==> src/design/lsu_consts.svh <==
`ifndef LSU_CONSTS_SVH
`define LSU_CONSTS_SVH

// request field widths
`define ADDR_WIDTH 32
`define DATA_WIDTH 32
`define TAG_WIDTH 4

// number of entries in the request queue
`define QUEUE_DEPTH 4

// byte-wide RAM size, addresses wrap on the low bits
`define RAM_BYTES 1024

`endif
==> src/design/lsuPkg.sv <==
`include "lsu_consts.svh"

package lsuPkg;

    typedef enum logic {
        LOAD  = 1'b0,
        STORE = 1'b1
    } memOp;

    // 1, 2 or 4 bytes
    typedef enum logic [1:0] {
        BYTE = 2'd0,
        HALF = 2'd1,
        WORD = 2'd2
    } accessLen;

    typedef struct packed {
        memOp                   op;
        logic [`ADDR_WIDTH-1:0] addr;
        logic [`DATA_WIDTH-1:0] data;
        accessLen               len;
        logic [`TAG_WIDTH-1:0]  tag;
    } lsRequest;

    function automatic logic [2:0] lenToBytes(input accessLen len);
        case (len)
            BYTE:    return 3'd1;
            HALF:    return 3'd2;
            default: return 3'd4;
        endcase
    endfunction

endpackage

==> src/design/lsuInterfaces.sv <==
`timescale 1ns/1ps
`include "lsu_consts.svh"

// queue to request stage
interface lsReqIf;
    logic                   en;
    lsuPkg::memOp           op;
    logic [`ADDR_WIDTH-1:0] addr;
    logic [`DATA_WIDTH-1:0] data;
    lsuPkg::accessLen       len;
    logic [`TAG_WIDTH-1:0]  tag;
    logic                   busy;

    modport source (output en, op, addr, data, len, tag, input busy);
    modport sink (input en, op, addr, data, len, tag, output busy);
endinterface

// request stage to memory controller, one operation in flight
interface memBusIf;
    logic                   en;
    lsuPkg::memOp           op;
    logic [`ADDR_WIDTH-1:0] addr;
    logic [`DATA_WIDTH-1:0] wdata;
    lsuPkg::accessLen       len;
    logic                   done;
    logic [`DATA_WIDTH-1:0] rdata;

    modport master (output en, op, addr, wdata, len, input done, rdata);
    modport slave (input en, op, addr, wdata, len, output done, rdata);
endinterface


==> src/design/memRequest.sv <==
`timescale 1ns/1ps
`include "lsu_consts.svh"

module memRequest (
    input  logic                   clk,
    input  logic                   rst,
    lsReqIf.sink                   issue,
    memBusIf.master                bus,
    output logic                   respValid,
    output logic [`DATA_WIDTH-1:0] respData,
    output logic [`TAG_WIDTH-1:0]  respTag
);
    logic                  occupied;
    logic [`TAG_WIDTH-1:0] tag;
    lsuPkg::memOp          op;

    // also high in the strobe cycle so the queue cannot issue twice
    assign issue.busy = occupied || issue.en;

    always_ff @(posedge clk) begin
        if (rst) begin
            occupied  <= 1'b0;
            bus.en    <= 1'b0;
            respValid <= 1'b0;
        end else begin
            bus.en    <= issue.en;
            respValid <= bus.done;
            if (issue.en) begin
                occupied <= 1'b1;
            end else if (bus.done) begin
                occupied <= 1'b0;
            end
        end
    end

    always_ff @(posedge clk) begin
        if (issue.en) begin
            bus.op    <= issue.op;
            bus.addr  <= issue.addr;
            bus.wdata <= issue.data;
            bus.len   <= issue.len;
            tag       <= issue.tag;
            op        <= issue.op;
        end
        if (bus.done) begin
            respTag <= tag;
            // stores complete with zero data
            if (op == lsuPkg::LOAD) begin
                respData <= bus.rdata;
            end else begin
                respData <= '0;
            end
        end
    end

endmodule

==> src/flat_wrapper.sv <==
// flat-port wrapper written by rule: the top's interface ports become plain ports
module memRequest_flat 
  (clk, rst, respValid, respData, respTag, issue_en, issue_op, issue_addr, issue_data, issue_len, issue_tag, issue_busy, bus_en, bus_op, bus_addr, bus_wdata, bus_len, bus_done, bus_rdata);
  lsReqIf issue_i ();
  memBusIf bus_i ();
  input  logic clk;
  input  logic rst;
  output logic respValid;
  output logic [`DATA_WIDTH-1:0] respData;
  output logic [`TAG_WIDTH-1:0] respTag;
  input wire logic [$bits(issue_i.en)-1:0] issue_en;
  input wire logic [$bits(issue_i.op)-1:0] issue_op;
  input wire logic [$bits(issue_i.addr)-1:0] issue_addr;
  input wire logic [$bits(issue_i.data)-1:0] issue_data;
  input wire logic [$bits(issue_i.len)-1:0] issue_len;
  input wire logic [$bits(issue_i.tag)-1:0] issue_tag;
  output wire logic [$bits(issue_i.busy)-1:0] issue_busy;
  output wire logic [$bits(bus_i.en)-1:0] bus_en;
  output wire logic [$bits(bus_i.op)-1:0] bus_op;
  output wire logic [$bits(bus_i.addr)-1:0] bus_addr;
  output wire logic [$bits(bus_i.wdata)-1:0] bus_wdata;
  output wire logic [$bits(bus_i.len)-1:0] bus_len;
  input wire logic [$bits(bus_i.done)-1:0] bus_done;
  input wire logic [$bits(bus_i.rdata)-1:0] bus_rdata;
  assign issue_i.en = issue_en;
  assign issue_i.op = issue_op;
  assign issue_i.addr = issue_addr;
  assign issue_i.data = issue_data;
  assign issue_i.len = issue_len;
  assign issue_i.tag = issue_tag;
  assign issue_busy = issue_i.busy;
  assign bus_en = bus_i.en;
  assign bus_op = bus_i.op;
  assign bus_addr = bus_i.addr;
  assign bus_wdata = bus_i.wdata;
  assign bus_len = bus_i.len;
  assign bus_i.done = bus_done;
  assign bus_i.rdata = bus_rdata;
  memRequest u_core (.clk(clk), .rst(rst), .issue(issue_i), .bus(bus_i), .respValid(respValid), .respData(respData), .respTag(respTag));
endmodule
==> config.mk <==
export PLATFORM = sky130hd
export DESIGN_NAME = memRequest_flat
export DESIGN_NICKNAME = d
export VERILOG_FILES = /design/src/design/lsuPkg.sv /design/src/design/lsuInterfaces.sv /design/src/design/memRequest.sv /design/src/flat_wrapper.sv
export VERILOG_INCLUDE_DIRS = /design/src /design/src/design
export SDC_FILE = /design/constraint.sdc
export NUM_CORES = 1
export LEC_CHECK = 0
export BUFFER_PORTS_ARGS = -buffer_cell sky130_fd_sc_hd__buf_2
export CORE_MARGIN = 2
export CORE_UTILIZATION = 25
export CTS_BUF_LIST = sky130_fd_sc_hd__clkbuf_2
export DETAILED_ROUTE_END_ITERATION = 12
export GPL_TIMING_DRIVEN = 0
export PLACE_DENSITY = 0.57
export SYNTH_ARGS = -nofsm -noshare
export SYNTH_HDL_FRONTEND = slang
export SYNTH_SLANG_ARGS = --single-unit
==> constraint.sdc <==
create_clock -name clk -period 0.9 [get_ports clk]
set_clock_uncertainty 0.05 [all_clocks]
set_input_delay 0.09 -clock clk [delete_from_list [all_inputs] [get_ports clk]]
set_output_delay 0.09 -clock clk [all_outputs]
set_load 0.1 [all_outputs]
==> reports/results.tsv <==
metric	value	unit
status	finished, violations left	
failing checks	negative setup slack	
Crit. End Element	output port	
vias post-DR	2632	
share of Yosys cell area claimed by the top area cell type	0.9110	
sequential element share of the synthesized area	0.9280	
Clock Tree Buf Depth	2	
clock tree from TritonCTS	done	
fin worst setup slack	-0.6036	ns
gate count of the mapped netlist	151	
total power of the final layout	0.01270	W
number of nets with antenna violations after routing	0	
drt initial violations	92	
root cell of the clock tree	sky130_fd_sc_hd__clkbuf_2	
most common cell after layout, fill and taps aside	sky130_fd_sc_hd__edfxtp_1	
share of cell area taken by muxes after synthesis	0	
Highest Clock Rate	665.1	MHz
setup repair after global routing missed its margin	true	
Synth warnings	0	
DRC viols	0	
combinational family with the most area after synthesis	simple AND/OR/NAND/NOR gates	
type of the worst min-delay path	in -> reg	
final clock period utilization by the worst path	1.671	
H-Tree Depth	3	
synthesized area per cell	23.36	um2
Starting Density	0.2551	
via density per instance	3.940	
Die X	122.8	um
number of setup violations in the final report	138	
clock latency reported for the late side of the worst-skew pair	0.58	ns
maximum number of pins on one net before global-route repair	74	
Tightest Pin Transition	0.9557	ns
Detailed Place HPWL	5912	um
standard-cell rows	43	
library cells used by synthesis	9	
dominant cell type by area after synthesis	sky130_fd_sc_hd__edfxtp_1	
total inserted antenna cells	0	
Num CTS Buffers	9	
critical-path maximum fanout	2	
fraction of the mapped netlist area in adder cells	0	
area of the core	13830	um2
number of clock sinks	110	
post-synth design cell area	3527	um2
Die Height	122.8	um
Max transition margin	0.3629	
Final Hold Violating Endpoints	0	
Slew Limit Fails	0	
area of combinational cells with multiple inputs	327.8	um2
Area Overhead vs Synth	95.10	%
summed negative setup slack over all endpoints	-55.65	ns
number of global-route vias before repair	2884	
Yosys reg bits	110	
net count reported at finish	590	
number of filler instances in the final layout	1122	
clock slew seen by the registers of the worst setup and hold paths	0.24	ns
most used cells in the layout excluding fill and tap cells	sky130_fd_sc_hd__edfxtp_1, sky130_fd_sc_hd__buf_2, sky130_fd_sc_hd__dlygate4sd3_1	
xor/xnor share of the synthesized area	0	
first-pass GRT wire length	14450	um
number of I/O pins	213	
overall global routing resource usage	0.1307	
final global-route overflow total	0	
kind of start point of the critical path	flop	
power density normalized to cell area	1845	nW/um2
Min Clock Period, post-route	1.504	ns
simple-gate share of the synthesized area	0.06314	
synth top area cells	sky130_fd_sc_hd__edfxtp_1, sky130_fd_sc_hd__nor2b_1, sky130_fd_sc_hd__dfxtp_1, sky130_fd_sc_hd__buf_4, sky130_fd_sc_hd__nand2b_1	
leak pwr	2.894	nW
required time at the endpoint of the critical path	0.76	ns
syn nets	258	
Seq. cell area	3277	um2
global placer's final weighted congestion	0.7469	
max-capacitance violation count	0	
critical path class	reg -> out	
total iterations of the first detailed-routing run	4	
antenna violations before repair	0	
routed length per placed instance	15.24	um
IR drop worst, VDD	910.6	uV
Die Footprint	15070	um2
number of buffers added on ports	212	
total detailed-routing wirelength	10180	um
synthesized-area fraction occupied by ao, oa, aoi and oai cells	0.001419	
layout cell share with drive strength beyond 1	0.5164	
arrival time at the worst endpoint	1.36	ns
per-stage QoR:
stage	cells	cell area (um2)	hold slack, ns	utilization	setup WS (ns)
after floorplan	151	3543	0.09931	-	-0.6958
after global placement	543	4830	0.2170	0.3493	-1.229
after detailed placement	543	4832	0.2181	0.3495	-0.7405
after CTS	664	6678	-0.004651	0.4829	-0.7043
after global routing	668	6882	0.01955	0.4977	-0.7445
final	668	6882	0.09002	0.4977	-0.6036
registers in the layout, indices dropped and copies added (netlist names):
signal            flops
u_core.bus.addr      32
u_core.bus.wdata     32
u_core.respData      32
u_core.respTag        4
u_core.tag            4
u_core.bus.len        2
u_core.bus.en         1
u_core.occupied       1
u_core.op             1
u_core.respValid      1
cell type report:
class | count | share of cell area
Clock inverter | 3 | 0.005636
Multi-Input combinational cell | 37 | 0.04764
Tap cell | 180 | 0.03273
Buffer | 3 | 0.006545
Sequential cell | 110 | 0.4762
Clock buffer | 13 | 0.009455
Timing Repair Buffer | 321 | 0.4213
Inverter | 1 | 0.0005455
logic make-up (layout without fill, tap and decap cells):
kind of cell           Yosys count  after routing
AOI/OAI and AO/OA                1              1
DFF                            110            110
and+or+nand+nor                 36             36
buffers and inverters            4            341
Yosys cell counts:
library cell / instances
sky130_fd_sc_hd__inv_1: 1
sky130_fd_sc_hd__nor2_1: 1
sky130_fd_sc_hd__dfxtp_1: 3
sky130_fd_sc_hd__nor2b_1: 33
sky130_fd_sc_hd__a21oi_1: 1
sky130_fd_sc_hd__or2_2: 1
sky130_fd_sc_hd__nand2b_1: 1
sky130_fd_sc_hd__edfxtp_1: 107
sky130_fd_sc_hd__buf_4: 3
report_power, final:
part	leakage, nW	internal, W	switching [W]
Clock	0.0736	0.000675	0.00150
Sequential	1.09	0.00605	0.000180
Combinational	1.73	0.00128	0.00302
layer usage:
metal | vias to the layer above | global-route usage | share of wire
met5 | - | 0 | 0
met4 | 0 | 0.06466 | 0.020
met3 | 15 | 0.05623 | 0.10
met2 | 165 | 0.2251 | 0.50
met1 | 1224 | 0.1355 | 0.38
li1 | 1228 | - | -
worst max-delay path, cell delays in order (launching register included):
cell and delay [ns]:
sky130_fd_sc_hd__dfxtp_2 0.38, sky130_fd_sc_hd__or2_4 0.25, sky130_fd_sc_hd__buf_12 0.17
final timing paths:
path	from	to	slack, ns	cells past startpoint
hold reg to reg	u_core.tag[2]$_DFFE_PP_	u_core.respTag[2]$_DFFE_PP_	0.42	0
setup / recovery	u_core.occupied$_SDFFE_PP0P_	issue_busy	-0.60	2
setup reg to reg	u_core.op$_DFFE_PP_	u_core.respData[21]$_SDFFCE_PP0P_	-0.24	3
hold / removal	bus_done	u_core.respValid$_SDFF_PP0_	0.09	2
repair_timing:
item	4_1_cts	5_1_grt
setup buffers	1	2
endpoints found under the setup margin	138	138
hold buffers	104	0
hold endpoints to repair	114	0
cloned	0	3
resized for setup	220	28
Power figures use the tool's default switching activity.
