[config.mk]
export PLATFORM = sky130hd
export DESIGN_NAME = memCtrl_flat
export DESIGN_NICKNAME = d
export VERILOG_FILES = /design/src/design/memPkg.sv /design/src/design/lsuPkg.sv /design/src/design/lsuInterfaces.sv /design/src/design/memCtrl.sv /design/src/flat_wrapper.sv
export VERILOG_INCLUDE_DIRS = /design/src /design/src/design
export SDC_FILE = /design/constraint.sdc
export NUM_CORES = 1
export LEC_CHECK = 0
export BUFFER_PORTS_ARGS = -buffer_cell sky130_fd_sc_hd__buf_2
export CAP_MARGIN = 20
export CORE_UTILIZATION = 54
export DETAILED_ROUTE_END_ITERATION = 12
export PLACE_DENSITY = 0.94
export SLEW_MARGIN = 20
export SYNTH_ARGS = -nofsm -noshare
export SYNTH_HDL_FRONTEND = slang
export SYNTH_SLANG_ARGS = --single-unit
[constraint.sdc]
create_clock -name clk -period 9.1 [get_ports clk]
set_clock_uncertainty 0.15 [all_clocks]
set_input_delay 0.455 -clock clk [delete_from_list [all_inputs] [get_ports clk]]
set_output_delay 0.455 -clock clk [all_outputs]
set_load 0.005 [all_outputs]
[src/design/lsu_consts.svh]
`ifndef LSU_CONSTS_SVH
`define LSU_CONSTS_SVH

// request field widths
`define ADDR_WIDTH 32
`define DATA_WIDTH 32
`define TAG_WIDTH 4

// number of entries in the request queue
`define QUEUE_DEPTH 4

// byte-wide RAM size, addresses wrap on the low bits
`define RAM_BYTES 1024

`endif
[src/design/memPkg.sv]
`include "lsu_consts.svh"

package memPkg;

    // controller sequencing states
    typedef enum logic [1:0] {
        IDLE   = 2'd0,
        READ   = 2'd1,
        WRITE  = 2'd2,
        FINISH = 2'd3
    } ctrlState;

    // byte address into the RAM, only the low bits of a request address
    typedef logic [$clog2(`RAM_BYTES)-1:0] ramAddr;

endpackage

[src/design/lsuPkg.sv]
`include "lsu_consts.svh"

package lsuPkg;

    typedef enum logic {
        LOAD  = 1'b0,
        STORE = 1'b1
    } memOp;

    // 1, 2 or 4 bytes
    typedef enum logic [1:0] {
        BYTE = 2'd0,
        HALF = 2'd1,
        WORD = 2'd2
    } accessLen;

    typedef struct packed {
        memOp                   op;
        logic [`ADDR_WIDTH-1:0] addr;
        logic [`DATA_WIDTH-1:0] data;
        accessLen               len;
        logic [`TAG_WIDTH-1:0]  tag;
    } lsRequest;

    function automatic logic [2:0] lenToBytes(input accessLen len);
        case (len)
            BYTE:    return 3'd1;
            HALF:    return 3'd2;
            default: return 3'd4;
        endcase
    endfunction

endpackage

[src/design/lsuInterfaces.sv]
`timescale 1ns/1ps
`include "lsu_consts.svh"


// request stage to memory controller, one operation in flight
interface memBusIf;
    logic                   en;
    lsuPkg::memOp           op;
    logic [`ADDR_WIDTH-1:0] addr;
    logic [`DATA_WIDTH-1:0] wdata;
    lsuPkg::accessLen       len;
    logic                   done;
    logic [`DATA_WIDTH-1:0] rdata;

    modport master (output en, op, addr, wdata, len, input done, rdata);
    modport slave (input en, op, addr, wdata, len, output done, rdata);
endinterface

// controller to byte RAM
interface ramPortIf;
    memPkg::ramAddr addr;
    logic           we;
    logic [7:0]     wbyte;
    // valid one cycle after addr
    logic [7:0]     rbyte;

    modport master (output addr, we, wbyte, input rbyte);
    modport slave (input addr, we, wbyte, output rbyte);
endinterface

[src/design/memCtrl.sv]
`timescale 1ns/1ps
`include "lsu_consts.svh"

module memCtrl (
    input  logic     clk,
    input  logic     rst,
    memBusIf.slave   bus,
    ramPortIf.master ram
);
    memPkg::ctrlState       state;
    memPkg::ramAddr         addrReg;
    logic [2:0]             idx;
    logic [2:0]             nBytes;
    logic [1:0]             lane;
    logic [`DATA_WIDTH-1:0] wdataReg;
    logic [`DATA_WIDTH-1:0] rdataReg;

    // lane of the byte returning from the RAM this cycle
    assign lane = idx[1:0] - 2'd1;

    assign ram.addr  = addrReg;
    assign ram.we    = (state == memPkg::WRITE);
    assign ram.wbyte = wdataReg[8*idx[1:0] +: 8];

    assign bus.done  = (state == memPkg::FINISH);
    assign bus.rdata = rdataReg;

    always_ff @(posedge clk) begin
        if (rst) begin
            state <= memPkg::IDLE;
        end else begin
            case (state)
                memPkg::IDLE: begin
                    if (bus.en) begin
                        if (bus.op == lsuPkg::STORE) begin
                            state <= memPkg::WRITE;
                        end else begin
                            state <= memPkg::READ;
                        end
                    end
                end
                memPkg::WRITE: begin
                    if (idx == nBytes - 3'd1) begin
                        state <= memPkg::FINISH;
                    end
                end
                // one extra cycle to catch the last returning byte
                memPkg::READ: begin
                    if (idx == nBytes) begin
                        state <= memPkg::FINISH;
                    end
                end
                default: begin
                    state <= memPkg::IDLE;
                end
            endcase
        end
    end

    always_ff @(posedge clk) begin
        case (state)
            memPkg::IDLE: begin
                if (bus.en) begin
                    addrReg  <= bus.addr[$bits(memPkg::ramAddr)-1:0];
                    nBytes   <= lsuPkg::lenToBytes(bus.len);
                    wdataReg <= bus.wdata;
                    rdataReg <= '0;
                    idx      <= '0;
                end
            end
            // low byte first
            memPkg::WRITE: begin
                addrReg <= addrReg + 1'b1;
                idx     <= idx + 3'd1;
            end
            memPkg::READ: begin
                if (idx < nBytes) begin
                    addrReg <= addrReg + 1'b1;
                end
                if (idx != '0) begin
                    rdataReg[8*lane +: 8] <= ram.rbyte;
                end
                idx <= idx + 3'd1;
            end
            default: begin
            end
        endcase
    end

endmodule

[src/flat_wrapper.sv]
// flat-port wrapper written by rule: the top's interface ports become plain ports
module memCtrl_flat 
  (clk, rst, bus_en, bus_op, bus_addr, bus_wdata, bus_len, bus_done, bus_rdata, ram_addr, ram_we, ram_wbyte, ram_rbyte);
  memBusIf bus_i ();
  ramPortIf ram_i ();
  input  logic clk;
  input  logic rst;
  input wire logic [$bits(bus_i.en)-1:0] bus_en;
  input wire logic [$bits(bus_i.op)-1:0] bus_op;
  input wire logic [$bits(bus_i.addr)-1:0] bus_addr;
  input wire logic [$bits(bus_i.wdata)-1:0] bus_wdata;
  input wire logic [$bits(bus_i.len)-1:0] bus_len;
  output wire logic [$bits(bus_i.done)-1:0] bus_done;
  output wire logic [$bits(bus_i.rdata)-1:0] bus_rdata;
  output wire logic [$bits(ram_i.addr)-1:0] ram_addr;
  output wire logic [$bits(ram_i.we)-1:0] ram_we;
  output wire logic [$bits(ram_i.wbyte)-1:0] ram_wbyte;
  input wire logic [$bits(ram_i.rbyte)-1:0] ram_rbyte;
  assign bus_i.en = bus_en;
  assign bus_i.op = bus_op;
  assign bus_i.addr = bus_addr;
  assign bus_i.wdata = bus_wdata;
  assign bus_i.len = bus_len;
  assign bus_done = bus_i.done;
  assign bus_rdata = bus_i.rdata;
  assign ram_addr = ram_i.addr;
  assign ram_we = ram_i.we;
  assign ram_wbyte = ram_i.wbyte;
  assign ram_i.rbyte = ram_rbyte;
  memCtrl u_core (.clk(clk), .rst(rst), .bus(bus_i), .ram(ram_i));
endmodule
==> out/metrics.yaml <==
logic_synthesis:
  synth_cell_types: 33
  yosysTopAreaCellShare_pct: 60.99
  yosys.area.top_type: "edfxtp_1"
  yosys-top-cells-area: "edfxtp_1, nor2b_1, a21oi_1"
  synth-edff-count: 80
  ys_seq_area_share_pct: 62.01
  synth_seq_cells: 82
  syn_area_per_cell_um2: 13.54
  ys_warn_count: 0
  async_flop_share_pct: 0
  syn-cell-area_um2: 3939
  syn_nets: 384
  synth_commonest_cells: "edfxtp_1, nor2b_1, a21oi_1"
  synth_most_common_cell: "edfxtp_1"
  synth_cells: 291
  synth_flop_cell: "edfxtp_1"
clocking:
  clk_path_buf_depth: 2
  cts_made_buffers: 9
  cts_tree: "yes"
  cts_resized: 0
  clock_latency_ns: 0.36
  cts-root-buf: "clkbuf_8"
  ctsHoldBuffers: 0
  post-cts-setup-buffers: 0
  clock_sinks: 82
  htreeDepth: 3
  clkTransAtPathRegs_ns: 0.08
pwr:
  combPwrFrac_pct: 39.0
  finalPower_mw: 1.542
  p_leak_nw: 1.886
  p_sw_mw: 0.5508
  clkPwrFrac_pct: 15.0
  power_density_nw_per_um2: 325.0
  switching_share_pct: 35.73
  p_int_mw: 0.9908
  pwr-share-seq_pct: 46.0
  peakVddDrop_uv: 155.6
timing:
  slew_headroom_pct: 31.97
  fin_crit_sh_pct: 29.81
  rsz0062_at_grt: "false"
  clock.fmax_mhz: 368.6
  tns_ns: 0
  hold_viol: 0
  worstMarginPinSlew_ns: 1.020
  setup_viol: 0
  report.final.slew_viol_count: 0
  period_needed_ns: 2.713
global_route:
  grt_pass1_vias: 2685
  antenna_found_initial: 0
  grt_usage_pct: 22.64
  grt_pass1_wl_um: 12730
  grt_max_degree: 37
  overflow: 0
run_status:
  status: "finished clean"
final_layout:
  final_cells: 501
  fin_util_pct: 68.68
  syn_to_final_growth_pct: 20.43
  nets: 493
  drive_above_1_share_pct: 33.58
  n_antenna_cell: 0
floorplan:
  die_area_um2: 7640
  rows: 30
  die_x_um: 87.41
  ioPinCount: 130
  start_util_pct: 57.03
  die_y_um: 87.41
  coreArea_um2: 6907
place:
  gp_congestion: 0.7958
  io_buffer_count: 107
  placedCellCount: 485
  place_hpwl_um: 5629
setup_path:
  criticalPathCategory: "register to register"
  cp_data_required_time_ns: 8.96
  arrival_ns: 2.58
  start_kind: "register"
  cp-end-kind: "register"
  cp_max_fo: 32
routing:
  ant_nets: 0
  routedWlPerCell_um: 15.86
  drt_iter0_drc: 90
  routed-via-count: 2615
  route.detailed.drc: 0
  drt_wl_total_um: 7946
  drtPass1Iterations: 4
  vias_per_cell: 5.220
flow_run:
  cap_violations: 0
min_path:
  min_path_type: "input port to register"
==> layout make-up <==
| type | count | area (µm²) |
|---|---|---|
| inverters | 9 | 33.78 |
| flip-flops and latches | 82 | 2442 |
| clock inverters | 7 | 45.04 |
| repair buffers | 109 | 550.5 |
| clock buffers | 9 | 123.9 |
| multi-input cells | 189 | 1428 |
| well taps | 96 | 120.1 |
| fillers | 527 | 2163 |
==> placed cells by master (no fill, tap or decap), types with 3 or more instances in the layout <==
master and instances:
clkbuf_8 9, ha_1 15, nor2_1 12, inv_1 8, nor2b_1 69, and2_1 4
a21oi_1 42, buf_2 107, edfxtp_1 80, nand3_1 4, mux4_2 8, xor2_1 7
nand2_1 4, clkinv_1 3, xnor2_1 3
==> critical path, cell delays in order (launching register included) <==
cell and delay, ns:
edfxtp_1 0.95, inv_2 0.17, ha_1 0.42, a311oi_4 0.25, buf_4 0.41
==> cells by family after synthesis <==
| group | after synthesis | share of synthesized area [%] |
|---|---|---|
| AOI/OAI and AO/OA | 50 | 6.830 |
| and+or+nand+nor | 103 | 16.26 |
| buffers and inverters | 20 | 2.192 |
| xor gates and xnor gates | 11 | 2.827 |
| adders and majority gates | 15 | 4.765 |
| DFF | 82 | 62.01 |
| muxes | 10 | 5.114 |
==> per-layer routing <==
layer | global-route usage (%) | share of wire [%] | up-vias | wire length, µm
met5 | 0 | 0 | - | 0
met2 | 38.35 | 50 | 107 | 3946
met4 | 9.836 | 1.6 | 0 | 126
li1 | - | - | 1267 | -
met3 | 6.256 | 7.1 | 11 | 562
met1 | 27.10 | 42 | 1230 | 3310
==> sequential cells by signal (all words and copies together), names as in the netlist <==
name,cells
u_core.nBytes,3
u_core.ram.addr,10
u_core.bus.rdata,32
u_core.idx,3
u_core.state,2
u_core.wdataReg,32
==> power groups by stage <==
stage / Clock, mW / Sequential [mW] / Combinational [mW]
6_report: 0.231 / 0.710 / 0.601
2_1_floorplan: 0 / 0.696 / 0.394
3_5_place_dp: 0 / 0.717 / 0.605
5_1_grt: 0.247 / 0.730 / 0.675
4_1_cts: 0.235 / 0.711 / 0.607
3_3_place_gp: 0 / 0.706 / 0.579
==> per-stage QoR <==
| step | hold slack (ns) | setup WS (ns) | cell area, µm² |
|---|---|---|---|
| 6_report | 0.1163 | 6.387 | 4743 |
| 5_1_grt | 0.09896 | 6.087 | 4743 |
| 4_1_cts | 0.09878 | 6.311 | 4743 |
| 3_5_place_dp | 0.3501 | 6.321 | 4574 |
| 3_3_place_gp | 0.3414 | 6.357 | 4574 |
| 2_1_floorplan | 0.3279 | 4.951 | 3939 |
==> final timing paths <==
kind	from	end	slack, ns	cells after the start
worst max-delay path	u_core.idx[0]	u_core.bus.rdata[22]	6.39	4
worst min-delay path	bus_wdata[29]	u_core.wdataReg[29]	0.12	1
worst max register to register	u_core.idx[0]	u_core.bus.rdata[22]	6.39	4
worst min register to register	u_core.state[0]	u_core.state[0]	0.36	1
Note: power is estimated with default switching activity, not from simulation.
