===== src/design/lsu_consts.svh =====
`ifndef LSU_CONSTS_SVH
`define LSU_CONSTS_SVH

// request field widths
`define ADDR_WIDTH 32
`define DATA_WIDTH 32
`define TAG_WIDTH 4

// number of entries in the request queue
`define QUEUE_DEPTH 4

// byte-wide RAM size, addresses wrap on the low bits
`define RAM_BYTES 1024

`endif

===== src/design/lsuPkg.sv =====
`include "lsu_consts.svh"

package lsuPkg;

    typedef enum logic {
        LOAD  = 1'b0,
        STORE = 1'b1
    } memOp;

    // 1, 2 or 4 bytes
    typedef enum logic [1:0] {
        BYTE = 2'd0,
        HALF = 2'd1,
        WORD = 2'd2
    } accessLen;

    typedef struct packed {
        memOp                   op;
        logic [`ADDR_WIDTH-1:0] addr;
        logic [`DATA_WIDTH-1:0] data;
        accessLen               len;
        logic [`TAG_WIDTH-1:0]  tag;
    } lsRequest;

    function automatic logic [2:0] lenToBytes(input accessLen len);
        case (len)
            BYTE:    return 3'd1;
            HALF:    return 3'd2;
            default: return 3'd4;
        endcase
    endfunction

endpackage


===== src/design/lsuInterfaces.sv =====
`timescale 1ns/1ps
`include "lsu_consts.svh"

// queue to request stage
interface lsReqIf;
    logic                   en;
    lsuPkg::memOp           op;
    logic [`ADDR_WIDTH-1:0] addr;
    logic [`DATA_WIDTH-1:0] data;
    lsuPkg::accessLen       len;
    logic [`TAG_WIDTH-1:0]  tag;
    logic                   busy;

    modport source (output en, op, addr, data, len, tag, input busy);
    modport sink (input en, op, addr, data, len, tag, output busy);
endinterface



===== src/design/reqQueue.sv =====
`timescale 1ns/1ps
`include "lsu_consts.svh"

module reqQueue (
    input  logic                   clk,
    input  logic                   rst,
    input  logic                   reqValid,
    input  lsuPkg::memOp           reqOp,
    input  logic [`ADDR_WIDTH-1:0] reqAddr,
    input  logic [`DATA_WIDTH-1:0] reqData,
    input  lsuPkg::accessLen       reqLen,
    input  logic [`TAG_WIDTH-1:0]  reqTag,
    output logic                   reqFull,
    lsReqIf.source                 issue
);
    localparam int ptrWidth = $clog2(`QUEUE_DEPTH);
    localparam int countWidth = $clog2(`QUEUE_DEPTH + 1);

    lsuPkg::lsRequest      entries [`QUEUE_DEPTH];
    lsuPkg::lsRequest      head;
    logic [ptrWidth-1:0]   rdPtr;
    logic [ptrWidth-1:0]   wrPtr;
    logic [countWidth-1:0] count;
    logic                  push;
    logic                  pop;

    function automatic logic [ptrWidth-1:0] nextPtr(input logic [ptrWidth-1:0] ptr);
        if (ptr == ptrWidth'(`QUEUE_DEPTH - 1)) begin
            return '0;
        end
        return ptr + 1'b1;
    endfunction

    assign reqFull = (count == countWidth'(`QUEUE_DEPTH));
    // requests arriving while full are dropped
    assign push = reqValid && !reqFull;
    assign pop = !issue.busy && (count != '0);

    always_ff @(posedge clk) begin
        if (rst) begin
            rdPtr    <= '0;
            wrPtr    <= '0;
            count    <= '0;
            issue.en <= 1'b0;
        end else begin
            issue.en <= pop;
            if (push) begin
                wrPtr <= nextPtr(wrPtr);
            end
            if (pop) begin
                rdPtr <= nextPtr(rdPtr);
            end
            if (push && !pop) begin
                count <= count + 1'b1;
            end else if (pop && !push) begin
                count <= count - 1'b1;
            end
        end
    end

    always_ff @(posedge clk) begin
        if (push) begin
            entries[wrPtr] <= '{op: reqOp, addr: reqAddr, data: reqData,
                                len: reqLen, tag: reqTag};
        end
        // head is presented together with the issue strobe
        if (pop) begin
            head <= entries[rdPtr];
        end
    end

    assign issue.op   = head.op;
    assign issue.addr = head.addr;
    assign issue.data = head.data;
    assign issue.len  = head.len;
    assign issue.tag  = head.tag;

endmodule


===== src/flat_wrapper.sv =====
// flat-port wrapper written by rule: the top's interface ports become plain ports
module reqQueue_flat 
  (clk, rst, reqValid, reqOp, reqAddr, reqData, reqLen, reqTag, reqFull, issue_en, issue_op, issue_addr, issue_data, issue_len, issue_tag, issue_busy);
  lsReqIf issue_i ();
  input  logic clk;
  input  logic rst;
  input  logic reqValid;
  input  lsuPkg::memOp reqOp;
  input  logic [`ADDR_WIDTH-1:0] reqAddr;
  input  logic [`DATA_WIDTH-1:0] reqData;
  input  lsuPkg::accessLen reqLen;
  input  logic [`TAG_WIDTH-1:0] reqTag;
  output logic reqFull;
  output wire logic [$bits(issue_i.en)-1:0] issue_en;
  output wire logic [$bits(issue_i.op)-1:0] issue_op;
  output wire logic [$bits(issue_i.addr)-1:0] issue_addr;
  output wire logic [$bits(issue_i.data)-1:0] issue_data;
  output wire logic [$bits(issue_i.len)-1:0] issue_len;
  output wire logic [$bits(issue_i.tag)-1:0] issue_tag;
  input wire logic [$bits(issue_i.busy)-1:0] issue_busy;
  assign issue_en = issue_i.en;
  assign issue_op = issue_i.op;
  assign issue_addr = issue_i.addr;
  assign issue_data = issue_i.data;
  assign issue_len = issue_i.len;
  assign issue_tag = issue_i.tag;
  assign issue_i.busy = issue_busy;
  reqQueue u_core (.clk(clk), .rst(rst), .reqValid(reqValid), .reqOp(reqOp), .reqAddr(reqAddr), .reqData(reqData), .reqLen(reqLen), .reqTag(reqTag), .reqFull(reqFull), .issue(issue_i));
endmodule

===== config.mk =====
export PLATFORM = sky130hd
export DESIGN_NAME = reqQueue_flat
export DESIGN_NICKNAME = d
export VERILOG_FILES = /design/src/design/lsuPkg.sv /design/src/design/lsuInterfaces.sv /design/src/design/reqQueue.sv /design/src/flat_wrapper.sv
export VERILOG_INCLUDE_DIRS = /design/src /design/src/design
export SDC_FILE = /design/constraint.sdc
export NUM_CORES = 1
export LEC_CHECK = 0
export BUFFER_PORTS_ARGS = -buffer_cell sky130_fd_sc_hd__buf_2
export CAP_MARGIN = 40
export CORE_AREA = 4 4 181 183
export DETAILED_ROUTE_END_ITERATION = 10
export DIE_AREA = 0 0 185 187
export SLEW_MARGIN = 20
export SYNTH_ARGS = -nofsm -noshare
export SYNTH_HDL_FRONTEND = slang
export SYNTH_SLANG_ARGS = --single-unit

===== constraint.sdc =====
create_clock -name clk -period 6.05 [get_ports clk]
set_input_delay 1.21 -clock clk [delete_from_list [all_inputs] [get_ports clk]]
set_output_delay 1.21 -clock clk [all_outputs]
set_load 0.005 [all_outputs]

==> results of run 1 <==
[routing by layer]
layer	vias to the layer above	GRT usage (%)	part of all wire, %
met5	-	0	0.30
met4	14	3.529	1.8
met3	46	4.240	7.5
met2	148	21.81	50
met1	2823	17.86	40
li1	2462	-	-
[synthesized netlist by cell type (all sizes together)]
cell type | instances | area [sq um]
inv | 5 | 18.77
mux2i | 2 | 20.02
clkbuf | 1 | 3.750
or3 | 1 | 6.260
dfxtp | 8 | 160.2
nand2b | 2 | 12.51
or3b | 1 | 8.760
o21ai | 3 | 15.01
buf | 17 | 135.1
nor2 | 4 | 17.52
edfxtp | 355 | 10660
nor3 | 3 | 15.01
fa | 1 | 20.02
a21oi | 3 | 15.01
mux4 | 71 | 1599
xor2 | 2 | 17.52
ha | 6 | 75.07
and3 | 4 | 25.02
or4 | 1 | 7.510
o31ai | 1 | 12.51
clkinv | 1 | 8.760
nand3 | 2 | 10.01
[sequential cells by signal, indices dropped and copies added (netlist names), 2 cells and up]
signal,flops
u_core.issue.data,32
u_core.issue.len,2
u_core.wrPtr,2
u_core.issue.tag,4
u_core.count,3
u_core.entries,284
u_core.issue.addr,32
u_core.rdPtr,2
[area by class of cell]
class | instances | area share, %
repair buffers | 157 | 6.100
diodes | 3 | 0.04867
inverters | 6 | 0.1785
clock inverters | 16 | 1.298
flip-flops and latches | 363 | 70.20
multi-input cells | 107 | 12.35
clock buffers | 49 | 6.570
well taps | 402 | 3.261
[worst max-delay path by stage]
stage / startpoint / endpoint / slack, ns / cells past startpoint
2_1_floorplan: issue_busy / u_core.count[2]$_SDFFE_PP0P_ / 0.50 / 8
3_3_place_gp: reqValid / u_core.count[2]$_SDFFE_PP0P_ / 3.21 / 9
3_5_place_dp: reqValid / u_core.count[2]$_SDFFE_PP0P_ / 3.10 / 9
4_1_cts: u_core.count[0]$_SDFFE_PP0P_ / reqFull / 3.20 / 3
5_1_grt: u_core.count[0]$_SDFFE_PP0P_ / reqFull / 3.12 / 3
6_report: u_core.count[2]$_SDFFE_PP0P_ / reqFull / 3.23 / 3
[logic make-up (layout without fill, tap and decap cells)]
| logic type | after synthesis | count (layout) |
|---|---|---|
| buf+inv | 24 | 228 |
| xor+xnor | 2 | 2 |
| simple gates | 18 | 18 |
| flops | 363 | 363 |
| mux | 73 | 73 |
| other cells | 0 | 3 |
| compound gates | 7 | 7 |
| fa+ha+maj | 7 | 7 |
[worst reg2reg max path, stage by stage (launching register included)]
cell	delay, ns
dfxtp_1	0.36
nor3_1	0.56
nor2_4	0.05
inv_1	0.08
ha_1	0.17
inv_1	0.07
fa_1	0.37
xor2_1	0.18
or3_1	0.31
a21oi_1	0.15
[per-stage QoR]
step / area, sq um / cells / hold WS (ns)
floorplan: 12860 / 494 / 0.4664
global placement: 14010 / 1027 / 0.4818
detailed placement: 14150 / 1033 / 0.5263
CTS: 15360 / 1098 / 0.5364
global route: 15420 / 1100 / 0.5733
finish: 15420 / 1103 / 0.5334
[power breakdown]
| group | switching (mW) | internal (mW) | total [mW] |
|---|---|---|---|
| clock network | 0.874 | 1.39 | 2.26 |
| logic | 0.519 | 0.509 | 1.03 |
| registers | 0.129 | 3.24 | 3.37 |
==> flow_summary.json, run 1 <==
{
  "p_total_mw": 6.664,
  "grtUsageTotal_pct": 13.46,
  "post_cts_buffers": 0,
  "multiInputGateArea_sq_um": 1904,
  "power_density_nw_per_um2": 432.1,
  "cts_buffer_depth": 3,
  "ioPinCount": 148,
  "final_nets": 754,
  "worstPathArrival_ns": 1.61,
  "grt_pass1_wl_microns": 35380,
  "syn_inst": 494,
  "antenna_left": 0,
  "syn_avg_cell_area_sq_um": 26.04,
  "peakVddDrop_mv": 0.1691,
  "cts_tree": "done",
  "ys_types": 25,
  "p_leak_nw": 5.117,
  "path_buf_inv": 2,
  "start_util_pct": 41.19,
  "critical-path-top-delay-family": "simple AND/OR/NAND/NOR gates",
  "slowest_stage": "or3b_1",
  "skew_ns": 0.02456,
  "synth_top_family_by_area": "multiplexers",
  "synthAdderAreaFrac_pct": 0.7392,
  "ys.warnings.count": 0,
  "core-area_sq_um": 31230,
  "syn_nets": 576,
  "status": "complete, no violations",
  "crit_chain": "or3b_1 > clkinv_4 > buf_2",
  "startpoint_type": "flip-flop",
  "max_freq_ghz": 0.3548,
  "overflow": 0,
  "wire_per_inst_microns": 21.15,
  "seq_area_sq_um": 10830,
  "critPathRequiredTime_ns": 4.84,
  "min_to": "u_core.wrPtr[1]$_SDFFE_PP0P_",
  "ys_seq_elements": 363,
  "synth-xor-area-share_pct": 0.1362,
  "tightest_slew_ns": 0.6423,
  "hold_viol_final": 0,
  "fp.dieW_microns": 185,
  "via_count": 5493,
  "rsz0062_at_grt": "no",
  "synth_compound_area_share_pct": 0.3307,
  "final-max-slew-violation-count": 0,
  "grt_max_degree": 43,
  "dieArea_sq_um": 34600,
  "port_buffers": 147,
  "via_per_inst": 4.980,
  "drc": 0,
  "die_y_microns": 187,
  "r2r-end": "u_core.count[2]$_SDFFE_PP0P_",
  "crit_path_max_fanout": 7,
  "std_cell_rows": 65,
  "ctsResizeCount": 0,
  "min_period_ns": 2.819,
  "finalSetupViolations": 0,
  "holdBufCountCts": 0,
  "routed_wl_microns": 23330,
  "drive_gt1_share_pct": 40.97,
  "crit_type": "flip-flop to primary output",
  "place.gp.congestion": 0.6683,
  "hpwl_microns": 13960,
  "hp-start": "u_core.wrPtr[1]$_SDFFE_PP0P_",
  "grt_pass1_vias": 5975,
  "antenna_found_initial": 7,
  "setup_tns_ns": 0,
  "finish.utilization_pct": 49.39,
  "fill_cells": 2562,
  "clock-root-buffer": "clkbuf_16",
  "worstSkewPairLatency_ns": 0.51,
  "layout_commonest_cell": "edfxtp_1",
  "synth.area.mux_share_pct": 12.59,
  "htree_levels": 2,
  "min_path_type": "flip-flop to flip-flop",
  "holdPathStages": 2,
  "r2r-start": "u_core.count[0]$_SDFFE_PP0P_",
  "synth-simple-area-share_pct": 0.7976,
  "cp_slowest_stage_delay_ns": 0.51,
  "reg2reg_depth": 9,
  "r2r_slack_ns": 3.70,
  "drt-initial-drc-count": 458,
  "detailedPlace.worstSlack_ns": 3.103,
  "setup_slack_ns": 3.231,
  "synthToLayoutAreaGrowth_pct": 19.91,
  "clk_pin_slew_ns": 0.06,
  "synth_seq_area_share_pct": 84.12,
  "finalCritPeriodShare_pct": 46.59,
  "drtPass1Iterations": 5,
  "worstSetupEndpointType": "primary output",
  "maxCapViolCount": 0,
  "final_cell_mix": "355 x edfxtp_1, 147 x buf_2, 71 x mux4_2, 39 x clkbuf_16, 10 x clkbuf_1",
  "synth_area_sq_um": 12860,
  "relSlewSlack_pct": 56.85,
  "numCtsBuffers": 37,
  "clock-sinks": 363
}
Power figures use the tool's default switching activity.
==> run 2, diff against run 1 <==
Settings changed: ABC_AREA set to 1, CORE_AREA 4 4 181 183 to 4 4 186 188, DIE_AREA 0 0 185 187 to 0 0 190 192.
Clock period 6.05 ns to 2.9 ns, I/O delays scaled along.
==> run 2 against run 1 <==
Effect of this change:
- final cell count is 32% higher
- critical endpoint is now u_core.count[1]$_SDFFE_PP0P_
- total power is 130% higher
- die area is 5.4% higher
- register-to-register slack worse by 2.9 ns
- clock power is 100% higher
- largest power group unchanged
==> flow_summary.json, run 2 <==
{
  "drc": 0,
  "rsz0062_at_grt": "no",
  "syn_inst": 829,
  "yosys.area.top_type_share_pct": 77.65,
  "maxCapViolCount": 0,
  "finalCritPeriodShare_pct": 72.21,
  "switchingPower_mw": 4.355,
  "holdBufCountCts": 0,
  "synthToLayoutAreaGrowth_pct": 17.49,
  "worstPathArrival_ns": 2.50,
  "detailedPlace.worstSlack_ns": 0.7285,
  "p_leak_nw": 5.536,
  "ctsResizeCount": 0,
  "setup_tns_ns": 0,
  "final_cell_mix": "355 x edfxtp_1, 147 x buf_2, 143 x o21ai_0, 96 x nor2_1",
  "hold_viol_final": 0,
  "synth-simple-area-share_pct": 6.061,
  "p_int_mw": 10.80,
  "ys_seq_elements": 363,
  "max_freq_ghz": 0.4775,
  "largest_register": "u_core.entries",
  "synth_compound_area_share_pct": 11.26,
  "drive_gt1_share_pct": 33.99,
  "post_cts_buffers": 0,
  "via_per_inst": 4.943,
  "htree_levels": 2,
  "synth_edf_count": 355,
  "whs_ns": 0.2541,
  "core-area_sq_um": 33110,
  "peakVddDrop_mv": 0.5256,
  "synth_top_family_by_area": "compound AO/OA/AOI/OAI gates",
  "synth_top_flop_cell": "edfxtp_1",
  "async_flop_share_pct": 0,
  "worstSkewPairLatency_ns": 0.51,
  "final_nets": 1064,
  "ys.warnings.count": 0,
  "ys_types": 26,
  "synth.area.mux_share_pct": 0,
  "syn_avg_cell_area_sq_um": 16.56,
  "die_y_microns": 192,
  "crit_type": "flip-flop to flip-flop",
  "grt_pass1_vias": 7193,
  "fill_cells": 2838,
  "grtUsageTotal_pct": 14.74,
  "netlist_top_cells_area": "edfxtp_1 78%, o22ai_2 5.5%, o21ai_0 5.2%",
  "tightest_slew_ns": 0.6249,
  "setup_slack_ns": 0.8060,
  "cts_tree": "done",
  "status": "complete, no violations",
  "drtPass1Iterations": 4,
  "largest_register_ffs": 284,
  "synthAdderAreaFrac_pct": 0.6927,
  "clk_pin_slew_ns": 0.06,
  "power_density_nw_per_um2": 939.8,
  "synth_seq_area_share_pct": 78.82,
  "routed_wl_microns": 27520,
  "via_count": 7202,
  "numCtsBuffers": 38,
  "yosysMostFrequentCell": "edfxtp_1",
  "startpoint_type": "flip-flop",
  "cp_slowest_stage_delay_ns": 0.41,
  "seqPwrFrac_pct": 47.2,
  "dpl-instance-area_sq_um": 14920,
  "postLayoutCellArea_sq_um": 16130,
  "hpwl_microns": 14790,
  "port_buffers": 147,
  "synth_area_sq_um": 13730,
  "place.gp.congestion": 0.6902,
  "fp.dieW_microns": 190,
  "start_util_pct": 41.46,
  "cts_buffer_depth": 3,
  "syn_nets": 911,
  "relSlewSlack_pct": 58.34,
  "antenna_left": 0,
  "synth_commonest_cells": "355 x edfxtp_1, 143 x o21ai_0, 100 x nor2_1, 60 x nor2_2, 60 x o22ai_2",
  "layout_commonest_cell": "edfxtp_1",
  "grt_max_degree": 145,
  "drt-initial-drc-count": 351,
  "min_period_ns": 2.094,
  "wire_per_inst_microns": 18.88,
  "diodes": 0,
  "crit_path_max_fanout": 7,
  "skew_ns": 0.01085,
  "synth-xor-area-share_pct": 0.06380,
  "antenna_found_initial": 3,
  "grt_pass1_wl_microns": 41660,
  "final-max-slew-violation-count": 0,
  "dieArea_sq_um": 36480,
  "synth_area_leader_cell": "edfxtp_1",
  "slowest_stage": "fa_1",
  "clock-root-buffer": "clkbuf_16",
  "overflow": 0,
  "critPathRequiredTime_ns": 3.31,
  "ioPinCount": 148,
  "crit_chain": "nor2_1 > nand2_1 > nand2_1 > inv_1 > ha_1 > inv_1 > fa_1 > o21ai_0 > nor2_1",
  "std_cell_rows": 67,
  "combPwrFrac_pct": 22.5,
  "min_path_type": "primary input to flip-flop",
  "finalSetupViolations": 0,
  "clkPwrFrac_pct": 30.3,
  "clock-sinks": 363,
  "switching_share_pct": 28.73,
  "finish.utilization_pct": 48.71,
  "worstSetupEndpointType": "flip-flop"
}
## run 2: cell count changes after synthesis, moves of 8 or more
cell	delta
o22ai_1	+11
nand2_1	+13
nor2_1	+97
clkbuf_1	+11
o22ai_2	+60
o21ai_0	+141
inv_1	+11
mux4_2	-71
nor2_2	+59
buf_12	+8
## run 2: cell families (layout without fill, tap and decap cells)
group	after synthesis	count (layout)
buf+inv	64	244
flops	363	363
simple gates	178	178
fa+ha+maj	7	7
compound gates	216	216
xor+xnor	1	1
## run 2: power groups by stage
stage                     clock, mW  combinational, mW  sequential (mW)
final                          4.59               3.41             7.16
after global placement            0               3.41             7.27
after floorplan                   0               2.27             7.30
after detailed placement          0               3.46             7.28
after global routing           4.97               3.81             7.22
after CTS                      4.72               3.48             7.18
## run 2: cell type report
type | instances | area [sq um] | share of cell area, %
flip-flops and latches | 363 | 10830 | 67.12
inverters | 18 | 77.57 | 0.4810
clock inverters | 16 | 120.1 | 0.7447
clock buffers | 51 | 1064 | 6.594
well taps | 448 | 560.5 | 3.475
repair buffers | 159 | 970.9 | 6.020
multi-input cells | 402 | 2511 | 15.57
## run 2: critical path, delay by kind of cell, from the launching register on
kind                     cells  cell delay [ns]
flip-flops                   1             0.34
AO/OA/AOI/OAI                1             0.17
AND/OR/NAND/NOR              4             0.69
adder cells (fa/ha/maj)      2             0.62
buffers and inverters        2             0.18
## run 2: layer usage
layer  GRT usage [%]  vias up  wire length [microns]
li1                -     3428                      -
met1           19.56     3539                  11820
met2           24.90      180                  13540
met3           3.199       49                   1572
met4           3.784        6                    544
met5               0        -                     38
## run 2: path summary, 6_finish.rpt
check / depth (start not counted) / slack (ns) / endpoint / from
worst max-delay path: 9 / 0.81 / u_core.count[1]$_SDFFE_PP0P_ / u_core.count[0]$_SDFFE_PP0P_
worst min-delay path: 2 / 0.25 / u_core.count[0]$_SDFFE_PP0P_ / rst
worst max register to register: 9 / 0.81 / u_core.count[1]$_SDFFE_PP0P_ / u_core.count[0]$_SDFFE_PP0P_
worst min register to register: 2 / 0.53 / u_core.count[1]$_SDFFE_PP0P_ / u_core.count[1]$_SDFFE_PP0P_
## run 2: stage by stage
stage	total power [mW]	std cells
after floorplan	9.570	829
after global placement	10.68	1389
final	15.16	1457
after detailed placement	10.74	1389
after global routing	16.00	1457
after CTS	15.38	1456
